[config.mk]
export PLATFORM = sky130hd
export DESIGN_NAME = nexus_top
export DESIGN_NICKNAME = d
export VERILOG_FILES = /design/src/nexus_pkg.sv /design/src/uart_rx.sv /design/src/uart_tx.sv /design/src/cmd_framer.sv /design/src/nexus_mem.sv /design/src/nexus_ctrl.sv /design/src/nexus_top.sv
export VERILOG_INCLUDE_DIRS = /design/src
export SDC_FILE = /design/constraint.sdc
export NUM_CORES = 1
export LEC_CHECK = 0
export BUFFER_PORTS_ARGS = -buffer_cell sky130_fd_sc_hd__clkbuf_2
export CAP_MARGIN = 10
export CORE_UTILIZATION = 25
export CTS_CLUSTER_DIAMETER = 30
export DETAILED_ROUTE_END_ITERATION = 7
export GPL_TIMING_DRIVEN = 0
export PLACE_DENSITY = 0.41
export SKIP_LAST_GASP = 1
export SLEW_MARGIN = 20
export SYNTH_ARGS = -nofsm -noshare
export SYNTH_HDL_FRONTEND = slang
export SYNTH_SLANG_ARGS = --single-unit
[constraint.sdc]
create_clock -name clk_i -period 2.6 [get_ports clk_i]
set_input_delay 0.39 -clock clk_i [delete_from_list [all_inputs] [get_ports clk_i]]
set_output_delay 0.39 -clock clk_i [all_outputs]
set_load 0.01 [all_outputs]
[src/nexus_settings.svh]
`ifndef NEXUS_SETTINGS_SVH
`define NEXUS_SETTINGS_SVH

// Clock cycles per serial bit on both UART ports
// Receiver and transmitter both assume an even value
`define NEXUS_CLKS_PER_BIT 8

// Size of the register memory in bytes
`define NEXUS_MEM_DEPTH 16

// Address bits needed to index the register memory
// Must match the memory depth above
`define NEXUS_ADDR_W 4

// Number of UART ports served by the controller
`define NEXUS_PORTS 2

`endif

[src/nexus_pkg.sv]
`default_nettype none

// Types and constants shared by the debug controller and its testbench
package nexus_pkg;

  // Every data path in the design carries plain bytes
  typedef logic [7:0] byte_t;

  // First byte of each three-byte command frame
  // Any other value is treated as an unknown opcode and faults
  typedef enum logic [7:0] {
    OP_WRITE = 8'h01,
    OP_READ  = 8'h02,
    OP_HALT  = 8'h03
  } opcode_e;

  // Returned for an unknown opcode or an address past the end of memory
  localparam byte_t RSP_ERROR = 8'hEE;

  // Returned once for the halt command, an ASCII 'H'
  localparam byte_t RSP_HALT = 8'h48;

endpackage

`default_nettype wire

[src/uart_rx.sv]
`default_nettype none
`timescale 1ns/10ps
`include "nexus_settings.svh"

// 8N1 serial receiver, one byte per valid strobe
module uart_rx (
  input  logic             clk_i,
  input  logic             rst_i,
  input  logic             rx_i,
  output nexus_pkg::byte_t rx_byte_o,
  output logic             rx_valid_o
);
  import nexus_pkg::*;

  localparam int CPB   = `NEXUS_CLKS_PER_BIT;
  localparam int CNT_W = $clog2(CPB);

  typedef enum logic [1:0] {RX_IDLE, RX_START, RX_DATA, RX_STOP} rx_state_e;

  rx_state_e        state;
  logic             rx_meta;
  logic             rx_sync;
  logic [CNT_W-1:0] clk_cnt;
  logic [2:0]       bit_cnt;
  byte_t            shreg;
  logic             bit_end;

  // Marks the middle of a data or stop bit, one full period after the last sample
  assign bit_end = (clk_cnt == CNT_W'(CPB - 1));

  // The shift register is left alone during the stop bit, so it is the byte
  assign rx_byte_o = shreg;

  // Two flops bring the asynchronous line into the clock domain
  // They reset to the idle level so no false start bit is seen
  always_ff @(posedge clk_i) begin
    if (rst_i) begin
      rx_meta <= 1'b1;
      rx_sync <= 1'b1;
    end else begin
      rx_meta <= rx_i;
      rx_sync <= rx_meta;
    end
  end

  always_ff @(posedge clk_i) begin
    if (rst_i) begin
      state      <= RX_IDLE;
      clk_cnt    <= '0;
      bit_cnt    <= '0;
      shreg      <= '0;
      rx_valid_o <= 1'b0;
    end else begin
      // The valid strobe lasts a single cycle
      rx_valid_o <= 1'b0;
      case (state)
        RX_IDLE: begin
          clk_cnt <= '0;
          bit_cnt <= '0;
          // A falling edge on the synchronised line may be a start bit
          if (!rx_sync) begin
            state <= RX_START;
          end
        end
        RX_START: begin
          // Half a bit later the start bit must still be low, else it was a glitch
          if (clk_cnt == CNT_W'(CPB / 2 - 1)) begin
            clk_cnt <= '0;
            state   <= rx_sync ? RX_IDLE : RX_DATA;
          end else begin
            clk_cnt <= clk_cnt + 1'b1;
          end
        end
        RX_DATA: begin
          if (bit_end) begin
            clk_cnt <= '0;
            // Least significant bit arrives first, so shift in from the top
            shreg   <= {rx_sync, shreg[7:1]};
            bit_cnt <= bit_cnt + 1'b1;
            if (bit_cnt == 3'd7) begin
              state <= RX_STOP;
            end
          end else begin
            clk_cnt <= clk_cnt + 1'b1;
          end
        end
        RX_STOP: begin
          if (bit_end) begin
            // A low stop bit is a framing error and the byte is dropped
            rx_valid_o <= rx_sync;
            state      <= RX_IDLE;
          end else begin
            clk_cnt <= clk_cnt + 1'b1;
          end
        end
        default: begin
          state <= RX_IDLE;
        end
      endcase
    end
  end

endmodule

`default_nettype wire

[src/uart_tx.sv]
`default_nettype none
`timescale 1ns/10ps
`include "nexus_settings.svh"

// 8N1 serial transmitter driven by a four-phase request
module uart_tx (
  input  logic             clk_i,
  input  logic             rst_i,
  input  logic             tx_req_i,
  input  nexus_pkg::byte_t tx_byte_i,
  output logic             tx_ack_o,
  output logic             tx_o
);
  import nexus_pkg::*;

  localparam int CPB   = `NEXUS_CLKS_PER_BIT;
  localparam int CNT_W = $clog2(CPB);

  typedef enum logic [1:0] {TX_IDLE, TX_SEND, TX_DONE} tx_state_e;

  tx_state_e        state;
  logic [CNT_W-1:0] clk_cnt;
  // Counts start bit as 0, data bits as 1 to 8 and the stop bit as 9
  logic [3:0]       bit_cnt;
  byte_t            shreg;

  always_ff @(posedge clk_i) begin
    if (rst_i) begin
      state    <= TX_IDLE;
      clk_cnt  <= '0;
      bit_cnt  <= '0;
      shreg    <= '0;
      tx_ack_o <= 1'b0;
      tx_o     <= 1'b1;
    end else begin
      case (state)
        TX_IDLE: begin
          // The request is only seen here after the previous one fell
          if (tx_req_i) begin
            shreg   <= tx_byte_i;
            clk_cnt <= '0;
            bit_cnt <= '0;
            tx_o    <= 1'b0;
            state   <= TX_SEND;
          end
        end
        TX_SEND: begin
          if (clk_cnt == CNT_W'(CPB - 1)) begin
            clk_cnt <= '0;
            if (bit_cnt == 4'd9) begin
              // Stop bit has run for a full period
              tx_ack_o <= 1'b1;
              state    <= TX_DONE;
            end else begin
              bit_cnt <= bit_cnt + 1'b1;
              if (bit_cnt < 4'd8) begin
                // Data goes out least significant bit first
                tx_o  <= shreg[0];
                shreg <= shreg >> 1;
              end else begin
                tx_o <= 1'b1;
              end
            end
          end else begin
            clk_cnt <= clk_cnt + 1'b1;
          end
        end
        TX_DONE: begin
          // Hold the ack until the controller lets go of the request
          if (!tx_req_i) begin
            tx_ack_o <= 1'b0;
            state    <= TX_IDLE;
          end
        end
        default: begin
          state <= TX_IDLE;
        end
      endcase
    end
  end

endmodule

`default_nettype wire

[src/cmd_framer.sv]
`default_nettype none
`timescale 1ns/10ps

// Assembles opcode, address and data bytes into one command
module cmd_framer (
  input  logic             clk_i,
  input  logic             rst_i,
  input  nexus_pkg::byte_t rx_byte_i,
  input  logic             rx_valid_i,
  input  logic             cmd_ack_i,
  output logic             cmd_req_o,
  output nexus_pkg::byte_t cmd_op_o,
  output nexus_pkg::byte_t cmd_addr_o,
  output nexus_pkg::byte_t cmd_data_o
);
  import nexus_pkg::*;

  // Byte positions 0 to 2 fill the fields, position 3 holds the handshake
  localparam logic [1:0] POS_OP   = 2'd0;
  localparam logic [1:0] POS_ADDR = 2'd1;
  localparam logic [1:0] POS_DATA = 2'd2;
  localparam logic [1:0] POS_WAIT = 2'd3;

  logic [1:0] pos;
  logic       accept;

  // Bytes arriving during the handshake are dropped, which is the only back-pressure
  assign accept = rx_valid_i && !cmd_req_o && !cmd_ack_i && (pos != POS_WAIT);

  always_ff @(posedge clk_i) begin
    if (rst_i) begin
      pos       <= POS_OP;
      cmd_req_o <= 1'b0;
    end else begin
      if (accept) begin
        if (pos == POS_DATA) begin
          // Third byte is in, offer the command on the next cycle
          cmd_req_o <= 1'b1;
          pos       <= POS_WAIT;
        end else begin
          pos <= pos + 1'b1;
        end
      end else if (cmd_req_o && cmd_ack_i) begin
        // Controller is done with the fields
        cmd_req_o <= 1'b0;
      end else if ((pos == POS_WAIT) && !cmd_req_o && !cmd_ack_i) begin
        // Ack has fallen, so the next frame may start
        pos <= POS_OP;
      end
    end
  end

  // The fields only change while no request is up, so they are stable during it
  always_ff @(posedge clk_i) begin
    if (accept) begin
      case (pos)
        POS_OP:   cmd_op_o   <= rx_byte_i;
        POS_ADDR: cmd_addr_o <= rx_byte_i;
        default:  cmd_data_o <= rx_byte_i;
      endcase
    end
  end

endmodule

`default_nettype wire

[src/nexus_mem.sv]
`default_nettype none
`timescale 1ns/10ps
`include "nexus_settings.svh"

// Register memory behind a four-phase request
module nexus_mem (
  input  logic                     clk_i,
  input  logic                     rst_i,
  input  logic                     mem_req_i,
  input  logic                     mem_we_i,
  input  logic [`NEXUS_ADDR_W-1:0] mem_addr_i,
  input  nexus_pkg::byte_t         mem_wdata_i,
  output logic                     mem_ack_o,
  output nexus_pkg::byte_t         mem_rdata_o
);
  import nexus_pkg::*;

  byte_t regs [`NEXUS_MEM_DEPTH];

  always_ff @(posedge clk_i) begin
    if (rst_i) begin
      // A debug read after reset must return zero
      for (int i = 0; i < `NEXUS_MEM_DEPTH; i++) begin
        regs[i] <= '0;
      end
      mem_ack_o   <= 1'b0;
      mem_rdata_o <= '0;
    end else if (mem_req_i && !mem_ack_o) begin
      // Access happens once, on the first cycle of the request
      if (mem_we_i) begin
        regs[mem_addr_i] <= mem_wdata_i;
      end
      mem_rdata_o <= regs[mem_addr_i];
      mem_ack_o   <= 1'b1;
    end else if (!mem_req_i) begin
      mem_ack_o <= 1'b0;
    end
  end

endmodule

`default_nettype wire

[src/nexus_ctrl.sv]
`default_nettype none
`timescale 1ns/10ps
`include "nexus_settings.svh"

// Round-robin command executor for all UART ports
module nexus_ctrl (
  input  logic                                        clk_i,
  input  logic                                        rst_i,
  input  logic [`NEXUS_PORTS-1:0]                     cmd_req_i,
  input  nexus_pkg::byte_t [`NEXUS_PORTS-1:0]         cmd_op_i,
  input  nexus_pkg::byte_t [`NEXUS_PORTS-1:0]         cmd_addr_i,
  input  nexus_pkg::byte_t [`NEXUS_PORTS-1:0]         cmd_data_i,
  output logic [`NEXUS_PORTS-1:0]                     cmd_ack_o,
  output logic                                        mem_req_o,
  output logic                                        mem_we_o,
  output logic [`NEXUS_ADDR_W-1:0]                    mem_addr_o,
  output nexus_pkg::byte_t                            mem_wdata_o,
  input  logic                                        mem_ack_i,
  input  nexus_pkg::byte_t                            mem_rdata_i,
  output logic [`NEXUS_PORTS-1:0]                     tx_req_o,
  output nexus_pkg::byte_t [`NEXUS_PORTS-1:0]         tx_byte_o,
  input  logic [`NEXUS_PORTS-1:0]                     tx_ack_i,
  output logic                                        halted_o,
  output logic                                        fault_o
);
  import nexus_pkg::*;

  localparam int SEL_W = $clog2(`NEXUS_PORTS);

  typedef enum logic [2:0] {
    ST_IDLE,
    ST_DECODE,
    ST_MEMORY,
    ST_RESPOND,
    ST_ACK,
    ST_HALTED
  } ctrl_state_e;

  ctrl_state_e      state;
  logic [SEL_W-1:0] sel;
  logic [SEL_W-1:0] prio;
  logic [SEL_W-1:0] alt;
  byte_t            rsp;
  byte_t            cur_op;
  byte_t            cur_addr;
  byte_t            cur_data;
  logic             addr_ok;
  logic             is_mem_op;

  // Port that loses a tie in the current round
  assign alt = SEL_W'(prio + 1'b1);

  // Framer fields hold still while the request is up, so no copy is taken
  assign cur_op   = cmd_op_i[sel];
  assign cur_addr = cmd_addr_i[sel];
  assign cur_data = cmd_data_i[sel];

  assign addr_ok   = (cur_addr < 8'(`NEXUS_MEM_DEPTH));
  assign is_mem_op = (cur_op == OP_WRITE) || (cur_op == OP_READ);

  // Only the transmitter being requested loads the byte
  assign tx_byte_o = {`NEXUS_PORTS{rsp}};

  always_ff @(posedge clk_i) begin
    if (rst_i) begin
      state       <= ST_IDLE;
      sel         <= '0;
      prio        <= '0;
      rsp         <= '0;
      cmd_ack_o   <= '0;
      mem_req_o   <= 1'b0;
      mem_we_o    <= 1'b0;
      mem_addr_o  <= '0;
      mem_wdata_o <= '0;
      tx_req_o    <= '0;
      halted_o    <= 1'b0;
      fault_o     <= 1'b0;
    end else begin
      case (state)
        ST_IDLE: begin
          // The port holding priority wins, otherwise the other one is served
          if (cmd_req_i[prio]) begin
            sel   <= prio;
            state <= ST_DECODE;
          end else if (cmd_req_i[alt]) begin
            sel   <= alt;
            state <= ST_DECODE;
          end
        end
        ST_DECODE: begin
          if (cur_op == OP_HALT) begin
            rsp      <= RSP_HALT;
            halted_o <= 1'b1;
            state    <= ST_RESPOND;
          end else if (is_mem_op && addr_ok) begin
            mem_we_o    <= (cur_op == OP_WRITE);
            mem_addr_o  <= cur_addr[`NEXUS_ADDR_W-1:0];
            mem_wdata_o <= cur_data;
            state       <= ST_MEMORY;
          end else begin
            // Fault is sticky until reset
            rsp     <= RSP_ERROR;
            fault_o <= 1'b1;
            state   <= ST_RESPOND;
          end
        end
        ST_MEMORY: begin
          if (!mem_req_o) begin
            // Wait for the last ack to clear before a new request
            if (!mem_ack_i) begin
              mem_req_o <= 1'b1;
            end
          end else if (mem_ack_i) begin
            mem_req_o <= 1'b0;
            // A write echoes its own data, a read returns what the memory held
            rsp       <= mem_we_o ? mem_wdata_o : mem_rdata_i;
            state     <= ST_RESPOND;
          end
        end
        ST_RESPOND: begin
          if (!tx_req_o[sel] && !tx_ack_i[sel]) begin
            tx_req_o[sel] <= 1'b1;
          end else if (tx_req_o[sel] && tx_ack_i[sel]) begin
            // Stop bit is out, release the transmitter and finish the command
            tx_req_o[sel]  <= 1'b0;
            cmd_ack_o[sel] <= 1'b1;
            state          <= ST_ACK;
          end
        end
        ST_ACK: begin
          if (!cmd_req_i[sel]) begin
            cmd_ack_o[sel] <= 1'b0;
            // The other port gets first pick next round
            prio           <= SEL_W'(sel + 1'b1);
            state          <= halted_o ? ST_HALTED : ST_IDLE;
          end
        end
        ST_HALTED: begin
          // No more commands are taken until reset
          state <= ST_HALTED;
        end
        default: begin
          state <= ST_IDLE;
        end
      endcase
    end
  end

endmodule

`default_nettype wire

[src/nexus_top.sv]
`default_nettype none
`timescale 1ns/10ps
`include "nexus_settings.svh"

// Two-port UART debug controller with status pins
module nexus_top (
  input  logic                    clk_i,
  input  logic                    rst_i,
  input  logic [`NEXUS_PORTS-1:0] uart_rx_i,
  output logic [`NEXUS_PORTS-1:0] uart_tx_o,
  output logic                    halted_o,
  output logic                    fault_o,
  output logic                    halted_n_o,
  output logic                    fault_n_o
);
  import nexus_pkg::*;

  byte_t [`NEXUS_PORTS-1:0] rx_byte;
  logic  [`NEXUS_PORTS-1:0] rx_valid;
  logic  [`NEXUS_PORTS-1:0] cmd_req;
  logic  [`NEXUS_PORTS-1:0] cmd_ack;
  byte_t [`NEXUS_PORTS-1:0] cmd_op;
  byte_t [`NEXUS_PORTS-1:0] cmd_addr;
  byte_t [`NEXUS_PORTS-1:0] cmd_data;
  logic  [`NEXUS_PORTS-1:0] tx_req;
  logic  [`NEXUS_PORTS-1:0] tx_ack;
  byte_t [`NEXUS_PORTS-1:0] tx_byte;

  logic                     mem_req;
  logic                     mem_we;
  logic [`NEXUS_ADDR_W-1:0] mem_addr;
  byte_t                    mem_wdata;
  logic                     mem_ack;
  byte_t                    mem_rdata;

  // Board pins expect the status lines active low as well
  assign halted_n_o = ~halted_o;
  assign fault_n_o  = ~fault_o;

  // Each port has its own receiver, framer and transmitter
  for (genvar p = 0; p < `NEXUS_PORTS; p++) begin : g_port
    uart_rx u_rx (
      .clk_i      (clk_i),
      .rst_i      (rst_i),
      .rx_i       (uart_rx_i[p]),
      .rx_byte_o  (rx_byte[p]),
      .rx_valid_o (rx_valid[p])
    );

    cmd_framer u_framer (
      .clk_i      (clk_i),
      .rst_i      (rst_i),
      .rx_byte_i  (rx_byte[p]),
      .rx_valid_i (rx_valid[p]),
      .cmd_ack_i  (cmd_ack[p]),
      .cmd_req_o  (cmd_req[p]),
      .cmd_op_o   (cmd_op[p]),
      .cmd_addr_o (cmd_addr[p]),
      .cmd_data_o (cmd_data[p])
    );

    uart_tx u_tx (
      .clk_i     (clk_i),
      .rst_i     (rst_i),
      .tx_req_i  (tx_req[p]),
      .tx_byte_i (tx_byte[p]),
      .tx_ack_o  (tx_ack[p]),
      .tx_o      (uart_tx_o[p])
    );
  end

  nexus_mem u_mem (
    .clk_i       (clk_i),
    .rst_i       (rst_i),
    .mem_req_i   (mem_req),
    .mem_we_i    (mem_we),
    .mem_addr_i  (mem_addr),
    .mem_wdata_i (mem_wdata),
    .mem_ack_o   (mem_ack),
    .mem_rdata_o (mem_rdata)
  );

  nexus_ctrl u_ctrl (
    .clk_i       (clk_i),
    .rst_i       (rst_i),
    .cmd_req_i   (cmd_req),
    .cmd_op_i    (cmd_op),
    .cmd_addr_i  (cmd_addr),
    .cmd_data_i  (cmd_data),
    .cmd_ack_o   (cmd_ack),
    .mem_req_o   (mem_req),
    .mem_we_o    (mem_we),
    .mem_addr_o  (mem_addr),
    .mem_wdata_o (mem_wdata),
    .mem_ack_i   (mem_ack),
    .mem_rdata_i (mem_rdata),
    .tx_req_o    (tx_req),
    .tx_byte_o   (tx_byte),
    .tx_ack_i    (tx_ack),
    .halted_o    (halted_o),
    .fault_o     (fault_o)
  );

endmodule

`default_nettype wire

==> flow_summary.toml, run 1 <==
[synthesis]
avgSynthCellArea_um2 = 11.9
synthFlopType = "edfxtp_1"
yosysWarnings = 0
synthCells = 1124
async_flop_share_pct = 0
synth_edf_count = 176
synth-seq-cells = 300
synth-seq-area-share_pct = 58.3
syn-cell-area_um2 = 13300
syn_nets = 1159
synth_cell_types = 62

[floorplanning]
die_w_um = 233
io_pins = 10
initial_core_util_pct = 25.3
dieArea_um2 = 54200
core-area_um2 = 52700
row_count = 84
fp.dieH_um = 233

[power]
peakVddDrop_uv = 529
power.leakage_nw = 5.92
power_w = 0.0158
power_density_nw_per_um2 = 930

[worst_setup_path]
cpMaxStageDelayCell = "o21ai_1"
slowest_delay_ns = 0.79
required_ns = 2.80
path_max_fanout = 10
arrival_ns = 2.73
crit_type = "flop to flop"
critPathBufInv = 2
crit_family = "compound AO/OA/AOI/OAI gates"
cp-start-kind = "flop"
end_kind = "flop"
crit_path_cell_trace = "clkbuf_2, buf_2, nand2_1, o21ai_1"
reg2reg_slack_ns = 0.07

[grt]
antenna_found_initial = 0
globalRouteTotalUtil_pct = 13.4
grt_start_max_net_pins = 11
gr-total-overflow = 0
grt_pass1_vias = 9004
grt_pass1_wl_mm = 53.9

[worst_hold_path]
hold_path.class = "primary input to flop"

[cells_and_area]
fin_cells = 1964
final_net_count = 1252
area_delta_synth_final_pct = 27.5
layout-drive-gt1-share_pct = 17.7

[placement]
gp_congestion = 0.787
io_buffer_count = 8
place_hpwl_mm = 24.0
dp_cells = 1826

[route]
wire_per_inst_um = 17.8
ant_nets = 0
num_vias = 8852
drt_iter0_drc = 498
avgViaCountPerCell = 4.51
drc = 0
drt_wl_total_mm = 35.0
dr.pass1.iters = 5

[cts]
clk_latency_ns = 0.59
clock-sinks = 300
h-tree-depth = 3
cts_tree = "yes"
cts_buffers = 76
clock_path_buffers = 3
path_clk_slew_ns = 0.05
cts_root_buffer = "clkbuf_16"

[sta]
period_share_pct = 97.3
period_needed_ns = 2.53
max_freq_mhz = 395
finClkSkew_ns = 0.0346
drv_slew = 0
hold_viol = 0
rsz0062_at_grt = "true"
setup_violations = 0
worst_pin_slew_ns = 0.930
slew_headroom_pct = 38.0

[outcome]
outcome = "finished, final reports clean"

[flow_run]
max_cap_violations = 0
repair_timing:
| item | in CTS | in global routing |
|---|---|---|
| setup buffers | 0 | 0 |
| hold endpoints to repair | 2 | 0 |
| hold buffers | 2 | 0 |
| setup endpoints to repair | 16 | 57 |
| resized for setup | 2 | 2 |
tightest hold or removal path, stage by stage:
cell     delay [ns]
buf_2          0.16
nor2b_1        0.12
mux2_2         0.15
flip-flops by register name, indices dropped and copies added, names as in the netlist, 6 cells and up, named ones only:
signal                      count
g_port.u_rx.rx_byte_o          16
g_port.u_tx.shreg              16
g_port.u_framer.cmd_data_o     16
u_mem.regs                    128
g_port.u_tx.bit_cnt             8
g_port.u_tx.clk_cnt             6
g_port.u_framer.cmd_addr_o     16
g_port.u_rx.bit_cnt             6
u_ctrl.rsp                      8
u_mem.mem_rdata_o               8
g_port.u_framer.cmd_op_o       16
g_port.u_rx.clk_cnt             6
u_ctrl.mem_wdata_o              8
area by class of cell:
cell class	count	area, um^2
Antenna cell	1	2.50
Buffer	66	325
Clock buffer	100	2090
Clock inverter	36	577
Fill cell	5248	35700
Inverter	33	124
Multi-Input combinational cell	724	5130
Sequential cell	300	7770
Tap cell	688	861
Timing Repair Buffer	16	100
per-stage QoR:
stage	hold WS [ns]	area (um^2)	setup TNS, ns	util, %	setup slack (ns)
finish	0.268	17000	0	32.3	0.0707
global route	0.268	17000	-1.25	32.3	-0.0471
CTS	0.233	17000	0	32.2	0.0306
detailed placement	0.392	14300	-2.56	27.1	-0.115
global placement	0.397	14200	-34.11	27.0	-0.543
floorplan	0.389	13300	0	-	0.337
cells in the mapped netlist, types with 5 or more instances:
| master | n | area (um^2) |
|---|---|---|
| mux4_2 | 33 | 743 |
| nor3_1 | 17 | 85.1 |
| nand3b_1 | 6 | 45.0 |
| edfxtp_1 | 176 | 5290 |
| buf_2 | 7 | 35.0 |
| nor3b_1 | 5 | 37.5 |
| ha_1 | 31 | 388 |
| a21oi_1 | 48 | 240 |
| dfxtp_1 | 124 | 2480 |
| inv_1 | 33 | 124 |
| a31oi_1 | 8 | 50.1 |
| a22oi_1 | 11 | 82.6 |
| o21ai_0 | 38 | 190 |
| a221oi_1 | 8 | 70.1 |
| a211oi_2 | 7 | 87.6 |
| buf_4 | 6 | 45.0 |
| nand2_1 | 80 | 300 |
| mux2i_1 | 32 | 320 |
| clkbuf_1 | 38 | 143 |
| buf_6 | 6 | 67.6 |
| nor2_1 | 102 | 383 |
| and2_1 | 134 | 838 |
| nand2b_1 | 9 | 56.3 |
| a211oi_1 | 21 | 158 |
| mux2_2 | 6 | 67.6 |
| buf_1 | 9 | 33.8 |
| nand3_1 | 23 | 115 |
| xor2_1 | 6 | 52.6 |
| nor2b_1 | 20 | 125 |
| or2_2 | 11 | 68.8 |
| a311oi_1 | 13 | 114 |
cells by family after synthesis:
logic type	synth area share [%]
flip-flops	58.3
XOR/XNOR	0.394
adder cells (fa/ha/maj)	2.91
multiplexers	8.49
AO/OA/AOI/OAI	9.30
buffers and inverters	3.40
AND/OR/NAND/NOR	17.2
cells in the final DEF, fill, tap and decap left out, types with 13 or more instances in the layout:
master,Yosys,layout
a211oi_1,21,21
a21oi_1,48,48
a311oi_1,13,13
and2_1,134,134
bufinv_16,0,14
clkbuf_1,38,53
clkbuf_16,0,78
dfxtp_1,124,124
edfxtp_1,176,176
ha_1,31,31
inv_1,33,33
mux2i_1,32,32
mux4_2,33,33
nand2_1,80,80
nand3_1,23,23
nor2_1,102,102
nor2b_1,20,20
nor3_1,17,15
o21ai_0,38,26
routing by layer:
layer / part of all wire, % / GRT usage [%] / up-vias
met2: 45 / 20.8 / 180
met5: 0 / 0 / -
li1: - / - / 4284
met3: 4.4 / 2.82 / 76
met4: 3.0 / 6.09 / 0
met1: 47 / 17.9 / 4312
power by group:
group | switching [W] | internal [W] | leakage (nW)
Clock | 0.00281 | 0.00701 | 1.29
Combinational | 0.000407 | 0.000252 | 1.87
Sequential | 0.000112 | 0.00522 | 2.77
path summary, 6_finish.rpt:
path,start,endpoint,cells past startpoint
setup / recovery,u_ctrl.mem_addr_o[1],u_mem.regs[7][6],4
hold / removal,rst_i,u_ctrl.rsp[1],3
setup reg to reg,u_ctrl.mem_addr_o[1],u_mem.regs[7][6],4
hold reg to reg,g_port[0].u_rx.rx_meta,g_port[0].u_rx.rx_sync,1
Note: power is estimated with default switching activity, not from simulation.
==> inputs of run 2 (changes only) <==
Settings changed: GPL_TIMING_DRIVEN 0 to default.
==> flow_summary.toml, run 2 (synthesis gave the netlist of run 1 again) <==
[cts]
post_cts_buffers = 0
cts_root_buffer = "clkbuf_16"
h-tree-depth = 3
clock-sinks = 300
path_clk_slew_ns = 0.05
cts_resized = 0
cts_buffers = 77
cts_tree = "yes"
clock_path_buffers = 3
clk_latency_ns = 0.58

[worst_setup_path]
crit_path_cell_trace = "buf_12, nor3_2, a22oi_2, a21oi_1, o21ai_2, mux2_2"
critPathBufInv = 1
crit_family = "compound AO/OA/AOI/OAI gates"
slowest_delay_ns = 0.46
cpMaxStageDelayCell = "dfxtp_1"
required_ns = 3.06
end_kind = "flop"
path_max_fanout = 24
crit_type = "flop to flop"
cp-start-kind = "flop"
arrival_ns = 2.57

[route]
avgViaCountPerCell = 4.45
ant_nets = 0
num_vias = 8686
dr.pass1.iters = 4
wire_per_inst_um = 17.3
drt_iter0_drc = 506
drt_wl_total_mm = 33.7
drc = 0

[floorplanning]
core-area_um2 = 52700
die_w_um = 233
row_count = 84
initial_core_util_pct = 25.3
fp.dieH_um = 233
io_pins = 10
dieArea_um2 = 54200

[power]
peakVddDrop_uv = 557
power_density_nw_per_um2 = 929
power.leakage_nw = 6.04

[cells_and_area]
post-route-util_pct = 32.4
most-common-layout-cells = "176 x edfxtp_1, 134 x and2_1, 123 x dfxtp_1"
layout-drive-gt1-share_pct = 20.6
largest_register_ffs = 128
layout_commonest_cell = "edfxtp_1"
area_delta_synth_final_pct = 28.2
max_flop_register = "u_mem.regs"
final_net_count = 1236

[sta]
drv_slew = 0
max_freq_mhz = 474
hold_viol = 0
setup_violations = 0
worst_pin_slew_ns = 0.973
period_needed_ns = 2.11
holdWs_ns = 0.307
finalWorstSetupSlack_ns = 0.491
period_share_pct = 81.1
finClkSkew_ns = 0.0174
slew_headroom_pct = 35.1
setup_tns_ns = 0
rsz0062_at_grt = "false"

[grt]
globalRouteTotalUtil_pct = 12.9
grt_pass1_vias = 9045
grt_pass1_wl_mm = 52.5
grt_start_max_net_pins = 124
antenna_found_initial = 0
gr-total-overflow = 0

[placement]
place_ws_ns = 0.416
place_hpwl_mm = 22.2
gp_congestion = 0.745
io_buffer_count = 9

[outcome]
outcome = "finished, final reports clean"

[worst_hold_path]
hold_path.class = "primary input to flop"

[flow_run]
max_cap_violations = 0
==> run 2: path summary, 6_finish.rpt <==
| path | startpoint | to | slack [ns] | cells past startpoint |
|---|---|---|---|---|
| worst max-delay path | u_ctrl.sel | u_ctrl.rsp[5] | 0.49 | 6 |
| worst min-delay path | rst_i | g_port[0].u_tx.tx_o | 0.31 | 4 |
| worst max register to register | u_ctrl.sel | u_ctrl.rsp[5] | 0.49 | 6 |
| worst min register to register | g_port[1].u_rx.rx_meta | g_port[1].u_rx.rx_sync | 0.40 | 1 |
==> run 2: repair_timing <==
| action | CTS | global route |
|---|---|---|
| setup endpoints to repair | 0 | 0 |
| hold endpoints to repair | 2 | 0 |
| hold buffers | 2 | 0 |
==> run 2: cell type report <==
class	count	area [um^2]
diodes	1	2.50
clock buffers	87	2040
clock inverters	53	671
fillers	5231	35600
inverters	33	124
multi-input cells	724	5100
flip-flops and latches	300	7770
well taps	688	861
repair buffers	65	510
==> run 2: metal layers <==
metal | global-route usage (%) | part of all wire, % | vias up
met5 | 0 | 0 | -
met4 | 5.90 | 2.5 | 0
met3 | 2.56 | 3.3 | 62
met2 | 20.1 | 46 | 135
met1 | 17.0 | 48 | 4227
li1 | - | - | 4262
==> run 2: per-stage QoR <==
stage	power [W]	cell area (um^2)	std cells
detailed placement	0.00608	14300	1808
global placement	0.00608	14300	1808
floorplan	0.00583	13300	1124
global route	0.0164	17100	1950
finish	0.0159	17100	1951
CTS	0.0161	17100	1950
==> run 2: worst reg2reg max path, stage by stage, from the launching register on <==
cell     delay, ns
dfxtp_1       0.46
buf_12        0.23
nor3_2        0.09
a22oi_2       0.34
a21oi_1       0.14
o21ai_2       0.36
mux2_2        0.39
==> run 2: power breakdown <==
group | switching, W | total (W) | internal (W) | leakage, nW
Combinational | 0.000339 | 0.000601 | 0.000262 | 1.96
Clock | 0.00290 | 0.00987 | 0.00697 | 1.31
Sequential | 0.000171 | 0.00539 | 0.00522 | 2.77
==> inputs of run 3 (changes only) <==
Settings changed: ABC_AREA from default to 1.
Clock period 2.6 ns to 2 ns, I/O delays scaled along.
==> flow_summary.toml, run 3 <==
[cells_and_area]
most-common-layout-cells = "278 x nand2_1, 238 x nor2_1, 176 x edfxtp_1"
final_cell_area_um2 = 17000
max_flop_register = "u_mem.regs"
area_delta_synth_final_pct = 32.2
fillers = 5190
layout_commonest_cell = "nand2_1"
largest_register_ffs = 128
num_antenna_cells = 0
final_net_count = 1537
fin_cells = 2240
layout-drive-gt1-share_pct = 15.4

[worst_hold_path]
hold_path.class = "primary input to flop"
hold_depth = 4
hp-start = "rst_i"
min_to = "u_ctrl.mem_req_o"

[grt]
antenna_found_initial = 0
grt_start_max_net_pins = 48
grt_pass1_vias = 9882
gr-total-overflow = 0
grt_pass1_wl_mm = 53.6
globalRouteTotalUtil_pct = 13.1

[floorplanning]
dieArea_um2 = 52300
core-area_um2 = 50400
io_pins = 10
row_count = 82
fp.dieH_um = 229
die_w_um = 229
initial_core_util_pct = 25.5

[placement]
io_buffer_count = 9
gp_congestion = 0.798
dp_cells = 2089
place_area_um2 = 14200
place_hpwl_mm = 22.6

[sta]
period_needed_ns = 1.88
slew_headroom_pct = 62.0
hold_viol = 0
drv_slew = 0
holdWs_ns = 0.154
period_share_pct = 94.0
worst_pin_slew_ns = 0.567
rsz0062_at_grt = "true"
finClkSkew_ns = 0.0227
setup_violations = 0
max_freq_mhz = 532

[synthesis]
synthFlopType = "edfxtp_1"
syn_nets = 1422
synth_area_leaders = "edfxtp_1 41%, dfxtp_1 19%, nand2_1 8.3%"
netlist.area_leader.share_pct = 41.2
yosysWarnings = 0
yosysMostFrequentCell = "nand2_1"
syn-cell-area_um2 = 12800
synth_common_cells = "285 x nand2_1, 240 x nor2_1, 176 x edfxtp_1"
synth-seq-cells = 300
synth_edf_count = 176
synthCells = 1387
avgSynthCellArea_um2 = 9.25
synth_cell_types = 35
synth-seq-area-share_pct = 60.5
async_flop_share_pct = 0
synth_top_area_cell = "edfxtp_1"

[cts]
post_cts_buffers = 0
h-tree-depth = 3
cts_root_buffer = "clkbuf_16"
cts_tree = "yes"
cts_buffers = 80
clock-sinks = 300
path_clk_slew_ns = 0.04
clk_latency_ns = 0.58
clock_path_buffers = 3

[flow_run]
max_cap_violations = 0

[route]
drc = 0
num_vias = 9714
dr.pass1.iters = 5
drt_iter0_drc = 562
wl_met1_mm = 16.2
wire_per_inst_um = 15.0
wl_met2_mm = 15.2
avgViaCountPerCell = 4.34
drt_wl_total_mm = 33.5
ant_nets = 0
met3_length_mm = 1.28
top_layer_used = "met4"

[worst_setup_path]
required_ns = 2.45
arrival_ns = 2.33
crit_start = "u_ctrl.mem_addr_o[1]"
worst_r2r_endpoint = "u_mem.mem_rdata_o[4]"
cp-start-kind = "flop"
rr_startpoint = "u_ctrl.mem_addr_o[1]"
crit_type = "flop to flop"
reg2regPathDepth = 9
path_max_fanout = 32
end_kind = "flop"
reg2reg_slack_ns = 0.12

[power]
power_density_nw_per_um2 = 1220
peakVddDrop_uv = 1010
power.leakage_nw = 6.60

[outcome]
outcome = "finished, final reports clean"
run 3: cell types whose count changed after synthesis, moves of 53 or more:
| cell | previous run | this run |
|---|---|---|
| a22oi_1 | 11 | 64 |
| and2_1 | 134 | 0 |
| inv_1 | 33 | 120 |
| nand2_1 | 80 | 285 |
| nor2_1 | 102 | 240 |
| o21ai_0 | 38 | 109 |
run 3: kinds of logic after synthesis:
group	Yosys count	share of synthesized area, %
fa+ha+maj	31	3.02
buf+inv	189	5.74
compound gates	268	11.9
simple gates	599	18.8
flops	300	60.5
run 3: per-stage QoR:
step | TNS, ns | utilization (%) | setup slack [ns] | total power, W
after global routing | -1.36 | 33.7 | -0.0788 | 0.0215
after detailed placement | -3.62 | 28.1 | -0.0888 | 0.00808
after CTS | 0 | 33.6 | 0.0272 | 0.0210
after floorplan | 0 | - | 0.0269 | 0.00774
final | 0 | 33.7 | 0.120 | 0.0207
after global placement | -1.89 | 28.1 | -0.0576 | 0.00809
run 3: how the worst max path moves through the flow:
stage	endpoint	slack, ns	depth (start not counted)
floorplan	g_port[1].u_framer.cmd_data_o[0]	0.03	4
global placement	u_mem.regs[4][3]	-0.06	8
detailed placement	u_mem.regs[4][3]	-0.09	8
CTS	u_mem.regs[4][7]	0.03	8
global route	u_mem.regs[0][2]	-0.08	9
finish	u_mem.mem_rdata_o[4]	0.12	9
run 3: per-layer routing:
metal	GRT usage, %	vias to the layer above
met4	5.24	0
met1	17.1	4571
li1	-	4914
met3	3.08	59
met5	0	-
met2	20.8	170
run 3: where the power goes:
| group | total (W) | switching [W] | internal (W) |
|---|---|---|---|
| Sequential | 0.00697 | 0.000159 | 0.00681 |
| Combinational | 0.00104 | 0.000676 | 0.000360 |
| Clock | 0.0127 | 0.00365 | 0.00909 |
| Total | 0.0207 | 0.00448 | 0.0163 |
run 3: final cells by class:
| type | instances | area, um^2 | share of cell area, % |
|---|---|---|---|
| clock inverters | 35 | 399 | 2.35 |
| repair buffers | 88 | 753 | 4.44 |
| inverters | 134 | 503 | 2.96 |
| well taps | 672 | 841 | 4.95 |
| clock buffers | 113 | 2340 | 13.8 |
| multi-input cells | 898 | 4360 | 25.7 |
| flip-flops and latches | 300 | 7770 | 45.8 |
run 3: timing repair:
item	CTS	global route
endpoints found under the hold margin	3	0
resized for setup	0	14
setup endpoints to repair	0	93
hold buffers	3	0
run 3: critical path, cell delays in order (launching register included):
cell and delay (ns):
dfxtp_1 0.38, inv_1 0.22, nor2_2 0.07, buf_12 0.18, a22oi_1 0.24, nand2_1 0.10, nand2_1 0.10, nand3_1 0.15
nor2_1 0.22, nor2_1 0.07
